===== src/qgate_pkg.sv =====
`default_nettype none

package qgate_pkg;

	typedef logic [4:0] tile_t; // Tile code 1..18
	typedef logic [8:0] prob_t; // Percent, 0..100

	// Tile layout
	localparam tile_t TILE_FIRST = 5'd1;
	localparam tile_t ROW_LEN = 5'd8;
	localparam tile_t GATE_LAST = 5'd16;
	localparam tile_t TILE_RUN = 5'd17;
	localparam tile_t TILE_CLEAR = 5'd18;

	typedef enum logic [1:0] {
		TK_GATE,
		TK_RUN,
		TK_CLEAR
	} tile_kind_t;

	typedef enum logic {
		Q_A, // Tiles 1-4 and 9-12
		Q_B
	} qubit_t;

	typedef enum logic {
		BUILDING,
		DONE
	} build_state_t;

	// Register file shape
	localparam int REG_ADDR_W = 5;
	localparam int DATA_W = 32;

	// Written once when the circuit is run
	localparam logic [REG_ADDR_W-1:0] RUN_REG = 5'd6;
	localparam logic [DATA_W-1:0] RUN_CODE = 32'd999;

	// Outcome probabilities for the first two placements
	localparam prob_t PROB_ZERO = 9'd0;
	localparam prob_t PROB_HALF = 9'd50;
	localparam prob_t PROB_FULL = 9'd100;

endpackage

`default_nettype wire


===== src/cursor_nav.sv =====
`default_nettype none
`timescale 1ns/1ns

module cursor_nav import qgate_pkg::*; (
	input wire logic BTNC,
	input wire logic CPU_RESETN,
	input wire logic btn_r,
	input wire logic btn_l,
	input wire logic btn_u,
	input wire logic btn_d,
	output tile_t cursor
);

	localparam tile_t ROW2_FIRST = ROW_LEN + 5'd1; // Tile 9
	localparam tile_t UP_FROM_RUN = 5'd10;
	localparam tile_t UP_FROM_CLEAR = 5'd15;
	localparam tile_t ROW2_SPLIT = 5'd12; // Last tile that drops onto run

	tile_t cursor_nxt;
	logic in_row1;
	logic in_row2;

	assign in_row1 = (cursor >= TILE_FIRST) && (cursor <= ROW_LEN);
	assign in_row2 = (cursor >= ROW2_FIRST) && (cursor <= GATE_LAST);

	always_comb begin
		cursor_nxt = cursor; // Hold unless a move applies
		if (btn_r) begin
			if (cursor == ROW_LEN)
				cursor_nxt = TILE_FIRST;
			else if (cursor == GATE_LAST)
				cursor_nxt = ROW2_FIRST;
			else if (cursor == TILE_CLEAR)
				cursor_nxt = TILE_RUN;
			else
				cursor_nxt = cursor + 5'd1;
		end else if (btn_l) begin
			if (cursor == TILE_FIRST)
				cursor_nxt = ROW_LEN;
			else if (cursor == ROW2_FIRST)
				cursor_nxt = GATE_LAST;
			else if (cursor == TILE_RUN)
				cursor_nxt = TILE_CLEAR;
			else
				cursor_nxt = cursor - 5'd1;
		end else if (btn_u) begin
			if (cursor == TILE_RUN)
				cursor_nxt = UP_FROM_RUN;
			else if (cursor == TILE_CLEAR)
				cursor_nxt = UP_FROM_CLEAR;
			else if (in_row2)
				cursor_nxt = cursor - ROW_LEN;
		end else if (btn_d) begin
			if (in_row2)
				cursor_nxt = (cursor <= ROW2_SPLIT) ? TILE_RUN : TILE_CLEAR;
			else if (in_row1)
				cursor_nxt = cursor + ROW_LEN;
		end
	end

	always_ff @(posedge BTNC) begin
		if (!CPU_RESETN)
			cursor <= TILE_FIRST;
		else
			cursor <= cursor_nxt;
	end

	a_cursor_range: assert property (@(posedge BTNC) disable iff (!CPU_RESETN)
		cursor inside {[TILE_FIRST:TILE_CLEAR]})
		else $error("cursor left the tile range");

endmodule

`default_nettype wire


===== src/circuit_recorder.sv =====
`default_nettype none
`timescale 1ns/1ns

module circuit_recorder import qgate_pkg::*; #(
	parameter int NUM_SLOTS = 5
) (
	input wire logic BTNC,
	input wire logic CPU_RESETN,
	input wire logic btn_select,
	input wire tile_t cursor,
	output logic [3:0] gate_count,
	output prob_t prob_a,
	output prob_t prob_b,
	output logic done,
	output logic bld_we,
	output logic [REG_ADDR_W-1:0] bld_waddr,
	output logic [DATA_W-1:0] bld_wdata
);

	localparam int SLOT_W = (NUM_SLOTS > 1) ? $clog2(NUM_SLOTS) : 1;
	localparam logic [3:0] SLOT_MAX = 4'(NUM_SLOTS);

	tile_t slots [NUM_SLOTS];
	build_state_t state;
	tile_kind_t tile_kind;
	qubit_t qubit;
	prob_t prob_sel;
	tile_t tile_ofs;
	logic [SLOT_W-1:0] wr_slot; // Slot behind the pending write
	logic wr_run; // Pending write is the run code

	assign tile_ofs = cursor - TILE_FIRST; // Zero-based tile index

	// Tile decode
	always_comb begin
		if (cursor == TILE_RUN)
			tile_kind = TK_RUN;
		else if (cursor == TILE_CLEAR)
			tile_kind = TK_CLEAR;
		else
			tile_kind = TK_GATE;
		qubit = tile_ofs[2] ? Q_B : Q_A; // Columns 5-8 act on b
		case (tile_ofs[1:0])
			2'd2: prob_sel = PROB_ZERO;
			2'd3: prob_sel = PROB_HALF;
			default: prob_sel = PROB_FULL;
		endcase
	end

	always_ff @(posedge BTNC) begin
		if (!CPU_RESETN) begin
			state <= BUILDING;
			gate_count <= '0;
			prob_a <= PROB_ZERO;
			prob_b <= PROB_ZERO;
			bld_we <= 1'b0;
			wr_run <= 1'b0;
			wr_slot <= '0;
			for (int i = 0; i < NUM_SLOTS; i++)
				slots[i] <= '0;
		end else begin
			bld_we <= 1'b0; // One-cycle write pulse
			if (btn_select) begin
				case (tile_kind)
					TK_CLEAR: begin
						gate_count <= '0;
						prob_a <= PROB_ZERO;
						prob_b <= PROB_ZERO;
						for (int i = 0; i < NUM_SLOTS; i++)
							slots[i] <= '0;
					end
					TK_RUN: begin
						if (state == BUILDING) begin
							state <= DONE;
							bld_we <= 1'b1;
							wr_run <= 1'b1;
						end
					end
					default: begin
						// Full circuit or finished run drops the select
						if (state == BUILDING && gate_count < SLOT_MAX) begin
							slots[gate_count[SLOT_W-1:0]] <= cursor;
							wr_slot <= gate_count[SLOT_W-1:0];
							wr_run <= 1'b0;
							bld_we <= 1'b1;
							gate_count <= gate_count + 4'd1;
							if (gate_count < 4'd2) begin
								if (qubit == Q_A)
									prob_a <= prob_sel;
								else
									prob_b <= prob_sel;
							end
						end
					end
				endcase
			end
		end
	end

	assign done = (state == DONE);

	// Write data comes back out of slot storage
	assign bld_waddr = wr_run ? RUN_REG : REG_ADDR_W'(wr_slot);
	assign bld_wdata = wr_run ? RUN_CODE : DATA_W'(slots[wr_slot]);

	a_count_bound: assert property (@(posedge BTNC) disable iff (!CPU_RESETN)
		gate_count <= SLOT_MAX)
		else $error("gate count above slot count");

endmodule

`default_nettype wire


===== src/regfile_arbiter.sv =====
`default_nettype none
`timescale 1ns/1ns

module regfile_arbiter import qgate_pkg::*; (
	input wire logic BTNC,
	input wire logic CPU_RESETN,
	input wire logic bld_we,
	input wire logic [REG_ADDR_W-1:0] bld_waddr,
	input wire logic [DATA_W-1:0] bld_wdata,
	input wire logic cpu_we,
	input wire logic [REG_ADDR_W-1:0] cpu_waddr,
	input wire logic [DATA_W-1:0] cpu_wdata,
	input wire logic done,
	output logic rf_we,
	output logic [REG_ADDR_W-1:0] rf_waddr,
	output logic [DATA_W-1:0] rf_wdata,
	output logic [15:0] led
);

	logic grant_bld;
	logic grant_cpu;
	logic [4:0] led_addr;
	logic [4:0] led_data;

	// Builder always wins, a colliding CPU write is dropped
	assign grant_bld = bld_we;
	assign grant_cpu = cpu_we && !bld_we;

	assign rf_we = grant_bld || grant_cpu;
	assign rf_waddr = grant_bld ? bld_waddr : cpu_waddr;
	assign rf_wdata = grant_bld ? bld_wdata : cpu_wdata;

	// Last granted write, held for the LEDs
	always_ff @(posedge BTNC) begin
		if (!CPU_RESETN) begin
			led_addr <= '0;
			led_data <= '0;
		end else if (rf_we) begin
			led_addr <= rf_waddr;
			led_data <= rf_wdata[4:0];
		end
	end

	assign led = {done, 5'b0, led_data, led_addr};

	// On a collision the LEDs must end up showing the builder's write
	a_builder_wins: assert property (@(posedge BTNC) disable iff (!CPU_RESETN)
		(bld_we && cpu_we) |=> (led[4:0] == $past(bld_waddr))
			&& (led[9:5] == $past(bld_wdata[4:0])))
		else $error("CPU write granted over builder");

endmodule

`default_nettype wire


===== src/regfile.sv =====
`default_nettype none
`timescale 1ns/1ns

module regfile import qgate_pkg::*; #(
	parameter int REG_COUNT = 32
) (
	input wire logic BTNC,
	input wire logic CPU_RESETN,
	input wire logic rf_we,
	input wire logic [REG_ADDR_W-1:0] rf_waddr,
	input wire logic [DATA_W-1:0] rf_wdata,
	input wire logic [REG_ADDR_W-1:0] cpu_raddr_a,
	input wire logic [REG_ADDR_W-1:0] cpu_raddr_b,
	output logic [DATA_W-1:0] rdata_a,
	output logic [DATA_W-1:0] rdata_b
);

	logic [DATA_W-1:0] regs [REG_COUNT];
	logic wr_ok;

	assign wr_ok = rf_we && (rf_waddr != '0); // r0 stays zero

	always_ff @(posedge BTNC) begin
		if (!CPU_RESETN) begin
			for (int i = 0; i < REG_COUNT; i++)
				regs[i] <= '0;
		end else if (wr_ok) begin
			regs[rf_waddr] <= rf_wdata;
		end
	end

	// Read ports see a write one edge after it lands
	assign rdata_a = regs[cpu_raddr_a];
	assign rdata_b = regs[cpu_raddr_b];

endmodule

`default_nettype wire


===== src/qcircuit_top.sv =====
`default_nettype none
`timescale 1ns/1ns

module qcircuit_top import qgate_pkg::*; #(
	parameter int NUM_SLOTS = 5,
	parameter int REG_COUNT = 32
) (
	input wire logic BTNC,
	input wire logic CPU_RESETN,
	input wire logic btn_r,
	input wire logic btn_l,
	input wire logic btn_u,
	input wire logic btn_d,
	input wire logic btn_select,
	input wire logic cpu_we, // Processor write port
	input wire logic [REG_ADDR_W-1:0] cpu_waddr,
	input wire logic [DATA_W-1:0] cpu_wdata,
	input wire logic [REG_ADDR_W-1:0] cpu_raddr_a,
	input wire logic [REG_ADDR_W-1:0] cpu_raddr_b,
	output tile_t cursor,
	output logic [3:0] gate_count,
	output prob_t prob_a,
	output prob_t prob_b,
	output logic done,
	output logic [15:0] led,
	output logic [DATA_W-1:0] rdata_a,
	output logic [DATA_W-1:0] rdata_b
);

	logic bld_we;
	logic [REG_ADDR_W-1:0] bld_waddr;
	logic [DATA_W-1:0] bld_wdata;
	logic rf_we;
	logic [REG_ADDR_W-1:0] rf_waddr;
	logic [DATA_W-1:0] rf_wdata;

	cursor_nav nav0 (
		.BTNC(BTNC),
		.CPU_RESETN(CPU_RESETN),
		.btn_r(btn_r),
		.btn_l(btn_l),
		.btn_u(btn_u),
		.btn_d(btn_d),
		.cursor(cursor)
	);

	circuit_recorder #(.NUM_SLOTS(NUM_SLOTS)) rec0 (
		.BTNC(BTNC),
		.CPU_RESETN(CPU_RESETN),
		.btn_select(btn_select),
		.cursor(cursor),
		.gate_count(gate_count),
		.prob_a(prob_a),
		.prob_b(prob_b),
		.done(done),
		.bld_we(bld_we),
		.bld_waddr(bld_waddr),
		.bld_wdata(bld_wdata)
	);

	regfile_arbiter arb0 (
		.BTNC(BTNC),
		.CPU_RESETN(CPU_RESETN),
		.bld_we(bld_we),
		.bld_waddr(bld_waddr),
		.bld_wdata(bld_wdata),
		.cpu_we(cpu_we),
		.cpu_waddr(cpu_waddr),
		.cpu_wdata(cpu_wdata),
		.done(done),
		.rf_we(rf_we),
		.rf_waddr(rf_waddr),
		.rf_wdata(rf_wdata),
		.led(led)
	);

	regfile #(.REG_COUNT(REG_COUNT)) rf0 (
		.BTNC(BTNC),
		.CPU_RESETN(CPU_RESETN),
		.rf_we(rf_we),
		.rf_waddr(rf_waddr),
		.rf_wdata(rf_wdata),
		.cpu_raddr_a(cpu_raddr_a),
		.cpu_raddr_b(cpu_raddr_b),
		.rdata_a(rdata_a),
		.rdata_b(rdata_b)
	);

endmodule

`default_nettype wire


===== config.mk =====
export PLATFORM = sky130hd
export DESIGN_NAME = qcircuit_top
export DESIGN_NICKNAME = d
export VERILOG_FILES = /design/src/qgate_pkg.sv /design/src/cursor_nav.sv /design/src/circuit_recorder.sv /design/src/regfile_arbiter.sv /design/src/regfile.sv /design/src/qcircuit_top.sv
export SDC_FILE = /design/constraint.sdc
export NUM_CORES = 2
export LEC_CHECK = 0
export BUFFER_PORTS_ARGS = -buffer_cell sky130_fd_sc_hd__buf_2
export CAP_MARGIN = 30
export CORE_MARGIN = 2
export CORE_UTILIZATION = 56
export CTS_CLUSTER_DIAMETER = 50
export CTS_CLUSTER_SIZE = 10
export DETAILED_ROUTE_END_ITERATION = 6
export PLACE_DENSITY_LB_ADDON = 0.05
export SKIP_LAST_GASP = 1
export SYNTH_ARGS = -nofsm -noshare
export SYNTH_HDL_FRONTEND = slang
export SYNTH_SLANG_ARGS = --single-unit

===== constraint.sdc =====
create_clock -name BTNC -period 4.5 [get_ports BTNC]
set_input_delay 0.225 -clock BTNC [delete_from_list [all_inputs] [get_ports BTNC]]
set_output_delay 0.225 -clock BTNC [all_outputs]
set_load 0.05 [all_outputs]

==> flow_metrics.tcl <==
set metrics [dict create \
    rsz0062_at_grt "no" \
    critPathLaunchType "flop" \
    dp_hpwl_microns 110000 \
    synthFlopType "edfxtp_1" \
    num_vias 36390 \
    ir_drop_uv 403 \
    yosys_warnings 0 \
    finalWirelength_microns 188000 \
    ys_seq_area_share_pct 58.7 \
    nets 3774 \
    hold_viol 3 \
    avgViaCountPerCell 7.17 \
    max_cap_violations 0 \
    antenna_found_initial 7 \
    hold_buffers 26 \
    crit_path_end_kind "flop" \
    powerDensity_mw_per_mm2 409 \
    design.core.area_sq_mm 0.0984 \
    cts_root_buf "clkbuf_16" \
    synth_top_area_share_pct 57.5 \
    fin_crit_sh_pct 90.6 \
    synth.area.top_cells "edfxtp_1 (57%), mux4_2 (26%), nor2_1 (6.9%), clkbuf_1 (2.0%), mux2_2 (1.4%)" \
    violations "negative hold slack" \
    leakage_nw 22.0 \
    clk_pin_slew_worst_paths_ns 0.05 \
    cts_setup_buffers 0 \
    numCtsBuffers 139 \
    clock_latency_ns 0.75 \
    yosysTopAreaCell "edfxtp_1" \
    synth.avg_cell_area_sq_um 15.5 \
    fp.dieW_microns 319 \
    fmax_ghz 0.245 \
    drive_above_1_share_pct 33.9 \
    power_mw 25.9 \
    dieHeight_microns 319 \
    clock_sinks 1098 \
    h-tree-depth 4 \
    drt-pass1-iter-count 6 \
    clock_path_buffers 3 \
    wl_met3_microns 26100 \
    hold_end "rf0.regs[20][28]" \
    clkPwrFrac_pct 39.8 \
    pre_cts_ws_ns 0.492 \
    netlist_area_sq_mm 0.0556 \
    p_sw_share_pct 26.0 \
    fin_ws_ns 0.424 \
    layout_common_cells "edfxtp_1 (1064), nor2_1 (1026), mux4_2 (650)" \
    io_buffers 149 \
    avgRoutedWirePerCell_microns 37.0 \
    setup_violations 0 \
    slew-limit-headroom_pct 37.2 \
    r2r_setup_slack_ns 0.42 \
    start_util_pct 56.5 \
    dr_wl_met2_microns 86000 \
    ys_ff_latch 1098 \
    die_area_sq_mm 0.102 \
    hp-start "cpu_wdata[28]" \
    final_max_slew_viol_count 0 \
    r2r_end "rec0.slots[0][4]" \
    synth_edf_count 1064 \
    synth.distinct_cells 65 \
    finClkSkew_ns 0.0265 \
    post-route-min-period_ns 4.08 \
    gp_congestion 0.901 \
    first_iter_violations 5406 \
    grt-ovfl-total 0 \
    r2r-start "nav0.cursor[0]" \
    grt_pass1_wl_microns 266000 \
    drcViolationCount 0 \
    cts_resized 0 \
    cp_max_fo 24 \
    path_class "reg2reg" \
    syn_to_final_growth_pct 13.7 \
    final_common_cell "edfxtp_1" \
    wirelength_met1_microns 65100 \
    p_int_mw 19.1 \
    routed.top_layer "met5" \
    reg2reg_depth 6 \
    async_reset_ff_share_pct 0 \
    seq_power_share_pct 45.9 \
    fillCellCount 6951 \
    required_ns 4.86 \
    status "finished, violations left" \
    syn_inst 3580 \
    grt_max_degree 79 \
    hold_slack_ns -0.0237 \
    crit_arrival_ns 4.44 \
    grtUsageTotal_pct 37.5 \
    cts_tree "built" \
    grt_pass1_vias 37201 \
    fp-row-count 115 \
    worstMarginPinSlew_ns 0.942 \
    hold_class "in2reg" \
    fin_tns_setup_ns 0 \
    p_comb_share_pct 14.3 \
    switchingPower_mw 6.72 \
    whs_path_depth 3 \
    postRouteAntennaNets 0 \
    io_pins 163 \
]
-- state kept, by name, indices dropped and copies added (netlist names), 3 cells and up, named ones only --
| name | cells |
|---|---|
| arb0.led_addr | 5 |
| arb0.led_data | 5 |
| nav0.cursor | 5 |
| rec0.gate_count | 4 |
| rec0.prob_a | 3 |
| rec0.prob_b | 3 |
| rec0.slots | 40 |
| rec0.wr_slot | 3 |
| rf0.regs | 1024 |
-- cell type report --
| class | instances | area [sq um] | share of cell area, % |
|---|---|---|---|
| diodes | 2 | 5.00 | 0.00792 |
| inverters | 19 | 71.3 | 0.113 |
| flip-flops and latches | 1098 | 32600 | 51.6 |
| repair buffers | 341 | 3170 | 5.01 |
| multi-input cells | 2111 | 21600 | 34.2 |
| clock buffers | 174 | 3790 | 6.00 |
| well taps | 1287 | 1610 | 2.55 |
| clock inverters | 45 | 342 | 0.540 |
-- worst max-delay path, cell delays in order, from the launching register on --
cell	delay, ns
dfxtp_1	0.63
clkinv_1	0.45
ha_1	0.38
or2_2	0.31
a2111o_1	0.57
nand2b_1	0.57
o31ai_1	0.79
-- synth_stat cells (2+ instances only) --
| cell | count |
|---|---|
| buf_6 | 6 |
| o22ai_1 | 4 |
| or2_2 | 5 |
| o21a_1 | 2 |
| nand3b_1 | 2 |
| buf_2 | 50 |
| a31oi_1 | 3 |
| mux2_2 | 67 |
| mux2i_1 | 14 |
| nor4_1 | 29 |
| inv_1 | 16 |
| and2_1 | 5 |
| ha_1 | 9 |
| a21oi_1 | 33 |
| o21ai_0 | 15 |
| a211oi_1 | 6 |
| clkbuf_1 | 290 |
| nand2_1 | 94 |
| nand2b_1 | 11 |
| a221oi_1 | 5 |
| a21o_1 | 2 |
| buf_4 | 26 |
| xnor2_1 | 3 |
| nand4_1 | 2 |
| nor2_1 | 1026 |
| o31a_1 | 2 |
| dfxtp_1 | 34 |
| edfxtp_1 | 1064 |
| a22oi_1 | 3 |
| o31ai_1 | 9 |
| mux4_2 | 650 |
| nand3_1 | 9 |
| or3_1 | 3 |
| a211o_1 | 2 |
| nor2b_1 | 11 |
| a31o_2 | 2 |
| or4_1 | 3 |
| clkinv_1 | 2 |
| o211a_1 | 3 |
| buf_1 | 24 |
| nor3b_1 | 4 |
| nor3_1 | 7 |
-- power groups by stage --
| stage | registers [mW] | logic (mW) | clock network, mW |
|---|---|---|---|
| 2_1_floorplan | 12.1 | 2.34 | 0 |
| 3_3_place_gp | 12.0 | 3.51 | 0 |
| 3_5_place_dp | 12.1 | 3.58 | 0 |
| 4_1_cts | 11.9 | 3.61 | 10.4 |
| 5_1_grt | 11.9 | 3.81 | 10.8 |
| 6_report | 11.9 | 3.70 | 10.3 |
-- per-layer routing --
metal  global-route usage [%]  up-vias
met2                     56.1     2926
met5                        0        -
met4                     19.6        6
met3                     11.0      535
li1                         -    14108
met1                     50.5    18815
-- cell families (layout without fill, tap and decap cells) --
family          Yosys count  count (layout)  synth area share [%]
simple gates           1219            1219                  8.71
flops                  1098            1098                  58.7
mux                     731             731                  27.9
buf+inv                 415             579                  3.17
compound gates          104             104                  1.24
fa+ha+maj                 9               9                 0.203
xor+xnor                  3               3                0.0473
other cells               1              47               0.00674
-- per-stage QoR --
stage	instances	utilization (%)	cell area (sq um)
6_report	5077	64.2	63200
5_1_grt	5075	64.2	63200
4_1_cts	5066	64.0	63000
3_5_place_dp	4821	59.5	58600
3_3_place_gp	4808	59.3	58300
2_1_floorplan	3624	-	55800
-- how the worst max path moves through the flow --
stage | startpoint | to | cells after the start
after floorplan | nav0.cursor[0] | rec0.slots[0][0] | 10
after global routing | nav0.cursor[0] | rec0.slots[0][4] | 6
after global placement | nav0.cursor[0] | rec0.slots[3][3] | 6
after CTS | nav0.cursor[0] | rec0.slots[2][0] | 6
final | nav0.cursor[0] | rec0.slots[0][4] | 6
after detailed placement | nav0.cursor[0] | rec0.slots[2][1] | 6
Note: power is estimated with default switching activity, not from simulation.
